$ cat src/mips_macros.svh
`ifndef MIPS_MACROS_SVH
`define MIPS_MACROS_SVH

// data path and register file sizing
`define MIPS_WORD_W     32
`define MIPS_REG_N      32

// control field widths
`define MIPS_ALU_OP_W   4
`define MIPS_WTG_OP_W   3   // next pc selection
`define MIPS_DM_OP_W    3   // access size
`define MIPS_TRAP_W     2

`endif

$ cat src/mips_pkg.sv
`include "mips_macros.svh"

package mips_pkg;

    typedef logic [`MIPS_WORD_W-1:0]         word_t;
    typedef logic [$clog2(`MIPS_REG_N)-1:0]  reg_idx_t;
    typedef logic [`MIPS_ALU_OP_W-1:0]       alu_op_t;
    typedef logic [`MIPS_WTG_OP_W-1:0]       wtg_op_t;
    typedef logic [`MIPS_DM_OP_W-1:0]        dm_op_t;
    typedef logic [1:0]                      wreg_sel_t;
    typedef logic                            wdata_sel_t;
    typedef logic [1:0]                      aluy_sel_t;
    typedef logic [`MIPS_TRAP_W-1:0]         trap_t;

    localparam alu_op_t ALU_AND  = 4'd0;
    localparam alu_op_t ALU_OR   = 4'd1;
    localparam alu_op_t ALU_XOR  = 4'd2;
    localparam alu_op_t ALU_NOR  = 4'd3;
    localparam alu_op_t ALU_ADD  = 4'd4;
    localparam alu_op_t ALU_SUB  = 4'd5;
    localparam alu_op_t ALU_SLT  = 4'd6;
    localparam alu_op_t ALU_SLTU = 4'd7;
    localparam alu_op_t ALU_SLL  = 4'd8;    // by shamt
    localparam alu_op_t ALU_SRL  = 4'd9;
    localparam alu_op_t ALU_SRA  = 4'd10;
    localparam alu_op_t ALU_SLLV = 4'd11;   // by rs[4:0]
    localparam alu_op_t ALU_SRLV = 4'd12;
    localparam alu_op_t ALU_SRAV = 4'd13;
    localparam alu_op_t ALU_LUI  = 4'd14;

    localparam wtg_op_t WTG_PC4       = 3'd0;
    localparam wtg_op_t WTG_J26       = 3'd1;
    localparam wtg_op_t WTG_J32       = 3'd2;
    localparam wtg_op_t WTG_BEQ       = 3'd3;
    localparam wtg_op_t WTG_BNE       = 3'd4;
    localparam wtg_op_t WTG_BLEZ      = 3'd5;
    localparam wtg_op_t WTG_BGTZ      = 3'd6;
    localparam wtg_op_t WTG_BLTZ_BGEZ = 3'd7;  // rt[0] picks bgez

    localparam dm_op_t DM_WORD   = 3'd0;
    localparam dm_op_t DM_HALF_S = 3'd1;
    localparam dm_op_t DM_HALF_U = 3'd2;
    localparam dm_op_t DM_BYTE_S = 3'd3;
    localparam dm_op_t DM_BYTE_U = 3'd4;

    localparam wreg_sel_t WREG_RT  = 2'd0;
    localparam wreg_sel_t WREG_RD  = 2'd1;
    localparam wreg_sel_t WREG_R31 = 2'd2;

    localparam wdata_sel_t WDATA_ALU = 1'b0;
    localparam wdata_sel_t WDATA_PC4 = 1'b1;

    localparam aluy_sel_t ALUY_RT   = 2'd0;
    localparam aluy_sel_t ALUY_EXTS = 2'd1;
    localparam aluy_sel_t ALUY_EXTZ = 2'd2;

    localparam trap_t TRAP_NONE    = 2'd0;
    localparam trap_t TRAP_SYSCALL = 2'd1;
    localparam trap_t TRAP_CP0     = 2'd2;  // mfc0 and mtc0
    localparam trap_t TRAP_ERET    = 2'd3;

endpackage

$ cat src/mips_ifs.sv
`timescale 1ns/1ps

interface ctrl_if import mips_pkg::*; ();

    alu_op_t    alu_op;
    wtg_op_t    wtg_op;
    dm_op_t     dm_op;
    logic       reg_we;
    logic       mem_we;
    logic       mem_re;
    wreg_sel_t  wreg_sel;
    wdata_sel_t wdata_sel;
    aluy_sel_t  aluy_sel;
    trap_t      trap;

    modport dec (
        output alu_op, wtg_op, dm_op, reg_we, mem_we, mem_re,
        output wreg_sel, wdata_sel, aluy_sel, trap
    );

    modport exe (
        input alu_op, wtg_op, dm_op, reg_we, mem_we, mem_re,
        input wreg_sel, wdata_sel, aluy_sel, trap
    );

endinterface

interface operand_if import mips_pkg::*; ();

    word_t       rs_val;
    word_t       rt_val;
    word_t       imm_s;     // sign extended imm16
    word_t       imm_z;     // zero extended imm16
    logic [4:0]  shamt;
    logic [25:0] target26;

    modport src (
        output rs_val, rt_val, imm_s, imm_z, shamt, target26
    );

    modport exe (
        input rs_val, rt_val, imm_s, imm_z, shamt, target26
    );

endinterface

$ cat src/cmb_control.sv
`timescale 1ns/1ps

module cmb_control import mips_pkg::*; (
    input  logic [5:0] opcode,
    input  reg_idx_t   rs,
    input  reg_idx_t   rt,
    input  logic [5:0] funct,
    ctrl_if.dec        ctl
);

    always_comb begin
        ctl.alu_op    = ALU_AND;
        ctl.wtg_op    = WTG_PC4;
        ctl.dm_op     = DM_WORD;
        ctl.reg_we    = 1'b1;
        ctl.mem_we    = 1'b0;
        ctl.mem_re    = 1'b0;
        ctl.wreg_sel  = WREG_RT;
        ctl.wdata_sel = WDATA_ALU;
        ctl.aluy_sel  = ALUY_EXTS;
        ctl.trap      = TRAP_NONE;

        case (opcode)
            6'b000000: begin
                ctl.wreg_sel = WREG_RD;
                ctl.aluy_sel = ALUY_RT;
                case (funct)
                    6'b000000: ctl.alu_op = ALU_SLL;
                    6'b000010: ctl.alu_op = ALU_SRL;
                    6'b000011: ctl.alu_op = ALU_SRA;
                    6'b000100: ctl.alu_op = ALU_SLLV;
                    6'b000110: ctl.alu_op = ALU_SRLV;
                    6'b000111: ctl.alu_op = ALU_SRAV;
                    6'b001000: begin                        // jr
                        ctl.wtg_op = WTG_J32;
                        ctl.reg_we = 1'b0;
                    end
                    6'b001100: begin                        // syscall
                        ctl.trap   = TRAP_SYSCALL;
                        ctl.reg_we = 1'b0;
                    end
                    6'b100000: ctl.alu_op = ALU_ADD;        // add
                    6'b100001: ctl.alu_op = ALU_ADD;        // addu
                    6'b100010: ctl.alu_op = ALU_SUB;
                    6'b100011: ctl.alu_op = ALU_SUB;
                    6'b100100: ctl.alu_op = ALU_AND;
                    6'b100101: ctl.alu_op = ALU_OR;
                    6'b100110: ctl.alu_op = ALU_XOR;
                    6'b100111: ctl.alu_op = ALU_NOR;
                    6'b101010: ctl.alu_op = ALU_SLT;
                    6'b101011: ctl.alu_op = ALU_SLTU;
                    default: ;
                endcase
            end

            6'b000001: begin                                // regimm, only bltz/bgez
                if (rt == 5'b00000 || rt == 5'b00001) begin
                    ctl.wtg_op = WTG_BLTZ_BGEZ;
                    ctl.reg_we = 1'b0;
                end
            end
            6'b000010: begin                                // j
                ctl.wtg_op = WTG_J26;
                ctl.reg_we = 1'b0;
            end
            6'b000011: begin                                // jal
                ctl.wtg_op    = WTG_J26;
                ctl.wreg_sel  = WREG_R31;
                ctl.wdata_sel = WDATA_PC4;
            end
            6'b000100: begin
                ctl.wtg_op = WTG_BEQ;
                ctl.reg_we = 1'b0;
            end
            6'b000101: begin
                ctl.wtg_op = WTG_BNE;
                ctl.reg_we = 1'b0;
            end
            6'b000110: begin
                ctl.wtg_op = WTG_BLEZ;
                ctl.reg_we = 1'b0;
            end
            6'b000111: begin
                ctl.wtg_op = WTG_BGTZ;
                ctl.reg_we = 1'b0;
            end

            6'b001000: ctl.alu_op = ALU_ADD;                // addi
            6'b001001: ctl.alu_op = ALU_ADD;                // addiu
            6'b001010: ctl.alu_op = ALU_SLT;
            6'b001011: ctl.alu_op = ALU_SLTU;
            6'b001100: begin                                // andi
                ctl.alu_op   = ALU_AND;
                ctl.aluy_sel = ALUY_EXTZ;
            end
            6'b001101: begin                                // ori
                ctl.alu_op   = ALU_OR;
                ctl.aluy_sel = ALUY_EXTZ;
            end
            6'b001110: begin                                // xori
                ctl.alu_op   = ALU_XOR;
                ctl.aluy_sel = ALUY_EXTZ;
            end
            6'b001111: ctl.alu_op = ALU_LUI;

            6'b010000: begin                                // cp0, selected by rs
                case (rs)
                    5'b00000: ctl.trap = TRAP_CP0;          // mfc0
                    5'b00100: begin                         // mtc0
                        ctl.trap   = TRAP_CP0;
                        ctl.reg_we = 1'b0;
                    end
                    5'b10000: ctl.trap = TRAP_ERET;
                    default: ;
                endcase
            end

            // loads: address only, data would arrive from outside
            6'b100000: begin
                ctl.alu_op = ALU_ADD;
                ctl.mem_re = 1'b1;
                ctl.dm_op  = DM_BYTE_S;
            end
            6'b100001: begin
                ctl.alu_op = ALU_ADD;
                ctl.mem_re = 1'b1;
                ctl.dm_op  = DM_HALF_S;
            end
            6'b100011: begin
                ctl.alu_op = ALU_ADD;
                ctl.mem_re = 1'b1;
                ctl.dm_op  = DM_WORD;
            end
            6'b100100: begin
                ctl.alu_op = ALU_ADD;
                ctl.mem_re = 1'b1;
                ctl.dm_op  = DM_BYTE_U;
            end
            6'b100101: begin
                ctl.alu_op = ALU_ADD;
                ctl.mem_re = 1'b1;
                ctl.dm_op  = DM_HALF_U;
            end

            6'b101000: begin                                // sb
                ctl.alu_op = ALU_ADD;
                ctl.mem_we = 1'b1;
                ctl.reg_we = 1'b0;
                ctl.dm_op  = DM_BYTE_S;
            end
            6'b101001: begin                                // sh
                ctl.alu_op = ALU_ADD;
                ctl.mem_we = 1'b1;
                ctl.reg_we = 1'b0;
                ctl.dm_op  = DM_HALF_S;
            end
            6'b101011: begin                                // sw
                ctl.alu_op = ALU_ADD;
                ctl.mem_we = 1'b1;
                ctl.reg_we = 1'b0;
                ctl.dm_op  = DM_WORD;
            end
            default: ;
        endcase
    end

endmodule

$ cat src/exec_unit.sv
`timescale 1ns/1ps

module exec_unit import mips_pkg::*; (
    input  logic     clk,
    input  logic     rst_n,
    input  logic     in_valid,
    input  word_t    pc,
    input  reg_idx_t rt,
    input  reg_idx_t rd,
    ctrl_if.exe      ctl,
    operand_if.exe   opnd,
    output logic     wb_we,
    output reg_idx_t wb_idx,
    output word_t    wb_data,
    output logic     out_valid,
    output word_t    next_pc,
    output logic     mem_re,
    output logic     mem_we,
    output word_t    mem_addr,
    output word_t    mem_wdata,
    output dm_op_t   mem_op,
    output trap_t    trap
);

    word_t    alu_y;
    word_t    alu_res;
    word_t    pc4;
    word_t    nxt_pc;
    word_t    wb_val;
    reg_idx_t dst_idx;
    logic     br_taken;
    logic     wr_ok;

    always_comb begin
        case (ctl.aluy_sel)
            ALUY_RT:   alu_y = opnd.rt_val;
            ALUY_EXTZ: alu_y = opnd.imm_z;
            default:   alu_y = opnd.imm_s;
        endcase
    end

    always_comb begin
        case (ctl.alu_op)
            ALU_AND:  alu_res = opnd.rs_val & alu_y;
            ALU_OR:   alu_res = opnd.rs_val | alu_y;
            ALU_XOR:  alu_res = opnd.rs_val ^ alu_y;
            ALU_NOR:  alu_res = ~(opnd.rs_val | alu_y);
            ALU_ADD:  alu_res = opnd.rs_val + alu_y;
            ALU_SUB:  alu_res = opnd.rs_val - alu_y;
            ALU_SLT:  alu_res = word_t'($signed(opnd.rs_val) < $signed(alu_y));
            ALU_SLTU: alu_res = word_t'(opnd.rs_val < alu_y);
            ALU_SLL:  alu_res = alu_y << opnd.shamt;
            ALU_SRL:  alu_res = alu_y >> opnd.shamt;
            ALU_SRA:  alu_res = $signed(alu_y) >>> opnd.shamt;
            ALU_SLLV: alu_res = alu_y << opnd.rs_val[4:0];
            ALU_SRLV: alu_res = alu_y >> opnd.rs_val[4:0];
            ALU_SRAV: alu_res = $signed(alu_y) >>> opnd.rs_val[4:0];
            ALU_LUI:  alu_res = {alu_y[15:0], 16'h0000};
            default:  alu_res = '0;
        endcase
    end

    always_comb begin
        case (ctl.wtg_op)
            WTG_BEQ:       br_taken = (opnd.rs_val == opnd.rt_val);
            WTG_BNE:       br_taken = (opnd.rs_val != opnd.rt_val);
            WTG_BLEZ:      br_taken = ($signed(opnd.rs_val) <= 0);
            WTG_BGTZ:      br_taken = ($signed(opnd.rs_val) > 0);
            WTG_BLTZ_BGEZ: br_taken = rt[0] ? !opnd.rs_val[31] : opnd.rs_val[31];
            default:       br_taken = 1'b0;
        endcase
    end

    assign pc4 = pc + 32'd4;

    always_comb begin
        case (ctl.wtg_op)
            WTG_J26: nxt_pc = {pc4[31:28], opnd.target26, 2'b00};
            WTG_J32: nxt_pc = opnd.rs_val;                          // jr
            default: nxt_pc = br_taken ? pc4 + {opnd.imm_s[29:0], 2'b00} : pc4;
        endcase
    end

    always_comb begin
        case (ctl.wreg_sel)
            WREG_RD:  dst_idx = rd;
            WREG_R31: dst_idx = 5'd31;
            default:  dst_idx = rt;
        endcase
    end

    assign wb_val = (ctl.wdata_sel == WDATA_PC4) ? pc4 : alu_res;
    assign wr_ok  = ctl.reg_we && !ctl.mem_re && (ctl.trap == TRAP_NONE);  // mfc0 stops here

    always_ff @(posedge clk) begin
        if (!rst_n) begin
            out_valid <= 1'b0;
            wb_we     <= 1'b0;
            mem_re    <= 1'b0;
            mem_we    <= 1'b0;
            trap      <= TRAP_NONE;
            next_pc   <= '0;
        end else begin
            out_valid <= in_valid;
            wb_we     <= in_valid && wr_ok;
            mem_re    <= in_valid && ctl.mem_re;
            mem_we    <= in_valid && ctl.mem_we;
            trap      <= in_valid ? ctl.trap : TRAP_NONE;
            if (in_valid) next_pc <= nxt_pc;
        end
    end

    always_ff @(posedge clk) begin
        if (in_valid) begin             // payload holds while idle
            wb_idx    <= dst_idx;
            wb_data   <= wb_val;
            mem_addr  <= alu_res;
            mem_wdata <= opnd.rt_val;
            mem_op    <= ctl.dm_op;
        end
    end

endmodule

$ cat src/mips_core_slice.sv
`timescale 1ns/1ps

module mips_core_slice import mips_pkg::*; (
    input  logic     clk,
    input  logic     rst_n,
    input  logic     in_valid,
    input  word_t    instr,
    input  word_t    pc,
    output logic     out_valid,
    output word_t    next_pc,
    output logic     wb_we,
    output reg_idx_t wb_idx,
    output word_t    wb_data,
    output logic     mem_re,
    output logic     mem_we,
    output word_t    mem_addr,
    output word_t    mem_wdata,
    output dm_op_t   mem_op,
    output trap_t    trap
);

    logic [5:0]  opcode;
    reg_idx_t    rs;
    reg_idx_t    rt;
    reg_idx_t    rd;
    logic [4:0]  shamt;
    logic [5:0]  funct;
    logic [15:0] imm16;
    logic [25:0] target26;

    assign opcode   = instr[31:26];
    assign rs       = instr[25:21];
    assign rt       = instr[20:16];
    assign rd       = instr[15:11];
    assign shamt    = instr[10:6];
    assign funct    = instr[5:0];
    assign imm16    = instr[15:0];
    assign target26 = instr[25:0];

    ctrl_if    ctl_bus ();
    operand_if opnd_bus ();

    cmb_control cmb_control_inst (
        .opcode (opcode),
        .rs     (rs),
        .rt     (rt),
        .funct  (funct),
        .ctl    (ctl_bus.dec)
    );

    operand_fetch operand_fetch_inst (
        .clk      (clk),
        .rst_n    (rst_n),
        .rs       (rs),
        .rt       (rt),
        .imm16    (imm16),
        .shamt    (shamt),
        .target26 (target26),
        .wb_we    (wb_we),          // write-back loop, also on the ports
        .wb_idx   (wb_idx),
        .wb_data  (wb_data),
        .opnd     (opnd_bus.src)
    );

    exec_unit exec_unit_inst (
        .clk       (clk),
        .rst_n     (rst_n),
        .in_valid  (in_valid),
        .pc        (pc),
        .rt        (rt),
        .rd        (rd),
        .ctl       (ctl_bus.exe),
        .opnd      (opnd_bus.exe),
        .wb_we     (wb_we),
        .wb_idx    (wb_idx),
        .wb_data   (wb_data),
        .out_valid (out_valid),
        .next_pc   (next_pc),
        .mem_re    (mem_re),
        .mem_we    (mem_we),
        .mem_addr  (mem_addr),
        .mem_wdata (mem_wdata),
        .mem_op    (mem_op),
        .trap      (trap)
    );

endmodule

$ cat src/operand_fetch.sv
`timescale 1ns/1ps

`include "mips_macros.svh"

module operand_fetch import mips_pkg::*; (
    input  logic        clk,
    input  logic        rst_n,
    input  reg_idx_t    rs,
    input  reg_idx_t    rt,
    input  logic [15:0] imm16,
    input  logic [4:0]  shamt,
    input  logic [25:0] target26,
    input  logic        wb_we,
    input  reg_idx_t    wb_idx,
    input  word_t       wb_data,
    operand_if.src      opnd
);

    word_t regs [`MIPS_REG_N];
    logic  wb_live;     // write in flight, not yet in regs
    logic  fwd_rs;
    logic  fwd_rt;

    // result stage holds the write for one cycle, so it lands one edge later
    assign wb_live = wb_we && (wb_idx != '0);

    always_ff @(posedge clk) begin
        if (!rst_n) begin
            for (int i = 0; i < `MIPS_REG_N; i++) begin
                regs[i] <= '0;
            end
        end else if (wb_live) begin
            regs[wb_idx] <= wb_data;                // r0 writes dropped
        end
    end

    assign fwd_rs = wb_live && (wb_idx == rs);
    assign fwd_rt = wb_live && (wb_idx == rt);

    always_comb begin
        if (rs == '0) opnd.rs_val = '0;
        else if (fwd_rs) opnd.rs_val = wb_data;
        else opnd.rs_val = regs[rs];

        if (rt == '0) opnd.rt_val = '0;
        else if (fwd_rt) opnd.rt_val = wb_data;
        else opnd.rt_val = regs[rt];
    end

    assign opnd.imm_s    = {{16{imm16[15]}}, imm16};
    assign opnd.imm_z    = {16'h0000, imm16};
    assign opnd.shamt    = shamt;
    assign opnd.target26 = target26;

endmodule

$ cat config.mk
export PLATFORM = sky130hd
export DESIGN_NAME = mips_core_slice
export DESIGN_NICKNAME = d
export VERILOG_FILES = /design/src/mips_pkg.sv /design/src/mips_ifs.sv /design/src/cmb_control.sv /design/src/exec_unit.sv /design/src/mips_core_slice.sv /design/src/operand_fetch.sv
export VERILOG_INCLUDE_DIRS = /design/src /design/src/src
export SDC_FILE = /design/constraint.sdc
export NUM_CORES = 2
export LEC_CHECK = 0
export BUFFER_PORTS_ARGS = -buffer_cell sky130_fd_sc_hd__buf_2
export CELL_PAD_IN_SITES_DETAIL_PLACEMENT = 0
export CELL_PAD_IN_SITES_GLOBAL_PLACEMENT = 1
export CORE_MARGIN = 10
export CORE_UTILIZATION = 35
export CTS_CLUSTER_SIZE = 40
export DETAILED_ROUTE_END_ITERATION = 10
export GPL_TIMING_DRIVEN = 0
export HOLD_SLACK_MARGIN = 0.03
export PLACE_DENSITY_LB_ADDON = 0.1
export SLEW_MARGIN = 15
export SYNTH_ARGS = -nofsm -noshare
export SYNTH_HDL_FRONTEND = slang
export SYNTH_SLANG_ARGS = --single-unit
$ cat constraint.sdc
create_clock -name clk -period 9 [get_ports clk]
set_input_delay 0.9 -clock clk [delete_from_list [all_inputs] [get_ports clk]]
set_output_delay 0.9 -clock clk [all_outputs]
set_load 0.02 [all_outputs]
==> summary.txt <==
=====================================================================================
Ratio of total power to cell area                                        186.7 mW/mm²
Post-synth EDFFs                                                                 1128
Number of filler instances in the final layout                                  20748
Yosys warning count                                                                 0
Clock-pin slew of the registers on the worst-case setup and hold paths          70 ps
Core region area                                                           0.2167 mm²
Num Clock Sinks                                                                  1166
Crit share post-route                                                          102.2%
Number of rows in the core area                                                   171
Clk network pwr share                                                           36.7%
Global-route wire length before repair                                      623900 µm
Count of endpoints failing hold in the final timing report                          0
Worst clock skew                                                             48.28 ps
Count of cells along the worst hold path                                            3
Mapped cell area                                                          0.07607 mm²
Min cycle time layout                                                         9194 ps
Via density per instance                                                        6.652
Width of the die                                                             486.2 µm
DPL Wire Length                                                             374200 µm
Unrepaired setup endpoints after global routing                                   yes
Area share of the largest cell type after synthesis                            44.53%
Final ANT Viol Nets                                                                 0
Clock buffers created by TritonCTS                                                145
Flop-to-flop setup slack                                                       -70 ps
Die Height                                                                   486.2 µm
Port Buffer Count                                                                 200
Cell-internal power                                                          10.83 mW
Number of antenna violations at the first check in global routing                  49
Cell chosen for the clock root                                           sky130_fd_sc_hd__clkbuf_16
Ports                                                                             209
FF-to-FF Start                                                           exec_unit_inst.wb_idx[3]$_DFFE_PP_
Failing checks                                                           setup timing
Share of synthesized area occupied by flip-flops and latches                   45.53%
CTS H-Tree Depth                                                                    4
Seq. cell area                                                            0.03463 mm²
Pre-CTS worst setup slack                                                    -2982 ps
Arr. time, crit path                                                          9680 ps
Number of global-route vias before repair                                       63617
Type of origin of the critical path                                         input pin
Hold path startpoint                                                            pc[1]
Top-count cell post-synth                                                sky130_fd_sc_hd__edfxtp_1
Top cells by area in the synthesized netlist                             sky130_fd_sc_hd__edfxtp_1, sky130_fd_sc_hd__mux4_2, sky130_fd_sc_hd__mux2i_1
Critical-path maximum fanout                                                       10
Tot Pwr                                                                      16.64 mW
Terminus of the critical flop-to-flop path                               exec_unit_inst.wb_data[16]$_DFFE_PP_
Total number of vias                                                            67559
Number of optimization iterations in the first detailed-route pass                  8
Sequential share of power                                                       38.9%
Wire length per cell                                                         47.73 µm
Register bit count reported by yosys                                             1166
Count of unique library cells instantiated by Yosys                               115
Min-Delay Path Class                                                     input pin to flip-flop
Count of max-cap constraint violations                                              0
Post-Route WL                                                               484800 µm
Final-report max-slew violation count                                               0
Total congestion overflow                                                           0
TritonCTS clock tree                                                            built
Combinational Power Share                                                       24.4%
Cell count after synthesis                                                       6665
Overall die area                                                           0.2364 mm²
Most frequent cells after synthesis                                      sky130_fd_sc_hd__edfxtp_1, sky130_fd_sc_hd__and2_1, sky130_fd_sc_hd__mux2i_1
Required time of the worst setup path                                         9480 ps
Share of cells above drive strength 1                                          18.04%
Clock latency of the later-clocked register in the worst-skew pair             870 ps
Top flip-flop cell by instance count after synthesis                     sky130_fd_sc_hd__edfxtp_1
Chain of cells forming the critical path                                 buf_2, buf_2, nand3b_1, buf_4, clkbuf_2, clkbuf_2, o221ai_1, a211oi_2, or2_1, o21ai_4, buf_12, ha_1, fa_1, a21oi_1, o21bai_1, a2111o_1, a221oi_4, o21ai_0, xnor2_1, o221ai_1, a31oi_1, o21ai_0, a2111oi_1, a31oi_1
Fraction of power spent switching nets                                         34.88%
Total net switching power                                                    5.803 mW
Number of DRC violations after detailed routing                                     0
Leakage component of the power                                               33.40 nW
CTS max path bufs                                                                   3
Max-Slew Margin vs Limit                                                       4.791%
Endpoint type of the worst setup path                                       flip-flop
# nets final                                                                     7370
Cell type of the slowest stage on the worst timing path                  sky130_fd_sc_hd__a2111oi_1
Fraction of synthesis flops using an asynchronous set or reset pin                 0%
Synthesized area divided by synthesized cell count                          11.41 µm²
Final critical-path setup slack                                             -193.5 ps
Crit path buf inv count                                                             6
Measured slew at the worst slew-check pin                                     1417 ps
Growth of design area from synthesis to finish                                 17.13%
Post-synthesis cell type with the largest combined area                  sky130_fd_sc_hd__edfxtp_1
Total track usage                                                              39.41%
Fmax                                                                        108.8 MHz
Largest net degree at the start of global routing                                  60
Crit Path Class                                                          input pin to flip-flop
CP delay by family, top                                                  compound AO/OA/AOI/OAI gates
Area used by multi-input combinational logic                              0.03869 mm²
Largest incremental delay on the critical path                                 780 ps
Cell depth of the worst flop-to-flop path                                          24
Peak supply drop                                                          0.0002272 V
Final setup violating endpoints                                                    12
Initial core utilization                                                       35.10%
Initial detailed-routing violation count                                        10231
Cts-stage hold buffer count                                                         0
Endpoint of the worst hold-timing path                                   exec_unit_inst.next_pc[1]$_SDFFE_PN0P_
Last weighted congestion value of the routability-driven placer                 1.027
Result of the run                                                        finished with violations
=====================================================================================
## placed cells by master, fill, tap and decap left out, drive strengths merged, types with 59 or more instances in the layout
| cell type | instances |
|---|---|
| nand2 | 292 |
| buf | 564 |
| clkbuf | 569 |
| ha | 131 |
| a21oi | 318 |
| and2 | 799 |
| a22oi | 91 |
| o211ai | 84 |
| clkinv | 59 |
| mux4 | 333 |
| edfxtp | 1128 |
| mux2i | 536 |
| o22ai | 92 |
| nor3 | 310 |
| nor2 | 277 |
| o221ai | 71 |
| inv | 142 |
| xnor2 | 79 |
| o21ai | 290 |
| mux2 | 63 |
| a211oi | 69 |
| nand3 | 139 |
## registers in the layout, summed over array words and instances (netlist names)
| signal | flops |
|---|---|
| exec_unit_inst.wb_data | 32 |
| exec_unit_inst.mem_op | 3 |
| exec_unit_inst.out_valid | 1 |
| exec_unit_inst.mem_we | 1 |
| exec_unit_inst.wb_we | 1 |
| exec_unit_inst.mem_addr | 32 |
| exec_unit_inst.wb_idx | 5 |
| exec_unit_inst.mem_wdata | 32 |
| exec_unit_inst.mem_re | 1 |
| exec_unit_inst.next_pc | 32 |
| exec_unit_inst.trap | 2 |
| operand_fetch_inst.regs | 1024 |
## cells by family (layout without fill, tap and decap cells)
kind of cell / count (synthesis) / count (layout) / synth area share (%)
compound gates: 1441 / 1441 / 12.79
xor+xnor: 119 / 119 / 1.370
fa+ha+maj: 134 / 134 / 2.234
buf+inv: 769 / 1352 / 4.940
flops: 1166 / 1166 / 45.53
mux: 932 / 932 / 18.17
other cells: 1 / 55 / 0.004930
simple gates: 2103 / 2103 / 14.97
## metrics by stage
step	setup TNS, ps	instance area (µm²)	std cells	hold slack [ps]	utilization, %
after detailed placement	-132150	83860	9871	558.4	38.69
after CTS	0	88880	10128	487.6	41.01
after global placement	-947100	80750	9750	554.1	37.26
final	-1349	89100	10156	528.8	41.11
after global routing	-46.13	89050	10138	523.7	41.09
after floorplan	0	76180	6696	557.0	-
## power groups by stage
| stage | registers (mW) | clock network, mW | logic (mW) |
|---|---|---|---|
| 2_1_floorplan | 6.53 | 0 | 1.80 |
| 3_3_place_gp | 6.60 | 0 | 3.67 |
| 3_5_place_dp | 6.56 | 0 | 3.84 |
| 4_1_cts | 6.45 | 6.09 | 3.88 |
| 5_1_grt | 6.47 | 6.28 | 4.08 |
| 6_report | 6.47 | 6.11 | 4.06 |
## worst min-delay path, cell delays in order
cell	delay (ps)
sky130_fd_sc_hd__buf_2	160
sky130_fd_sc_hd__a22oi_1	170
sky130_fd_sc_hd__a211oi_1	90
## how the worst max path moves through the flow
stage / slack (ps) / from / endpoint / cells after the start
after floorplan: 1820 / instr[17] / exec_unit_inst.wb_data[26]$_DFFE_PP_ / 26
after global placement: -5020 / instr[20] / exec_unit_inst.wb_data[14]$_DFFE_PP_ / 23
after detailed placement: -2980 / instr[19] / exec_unit_inst.wb_data[27]$_DFFE_PP_ / 26
after CTS: 5 / instr[17] / exec_unit_inst.wb_data[0]$_DFFE_PP_ / 24
after global routing: -50 / instr[17] / exec_unit_inst.wb_data[0]$_DFFE_PP_ / 25
final: -190 / instr[22] / exec_unit_inst.wb_data[16]$_DFFE_PP_ / 24
## routing by layer
| metal | GRT usage (%) | up-vias | routed length, µm |
|---|---|---|---|
| li1 | - | 26642 | - |
| met1 | 47.62 | 34837 | 178400 |
| met2 | 59.29 | 4856 | 209500 |
| met3 | 11.42 | 1198 | 51140 |
| met4 | 30.04 | 26 | 45430 |
| met5 | 0 | - | 220 |
## timing repair
item / 4_1_cts / 5_1_grt
pin swaps: 2 / 1
gates resized for setup: 74 / 16
endpoints found under the hold margin: 0 / 0
setup buffers: 3 / 1
endpoints found under the setup margin: 59 / 15
## area by class of cell
class                      count  share of cell area [%]
tap                         2854                   4.008
clock inverter                78                   1.001
inverter                     140                  0.6039
sequential                  1166                   38.87
timing repair buffer         331                   3.931
buffer                       624                   3.776
clock buffer                 179                   4.321
antenna                       23                 0.06460
multi-input combinational   4761                   43.42
No activity file was read; power rests on OpenSTA's default activity.
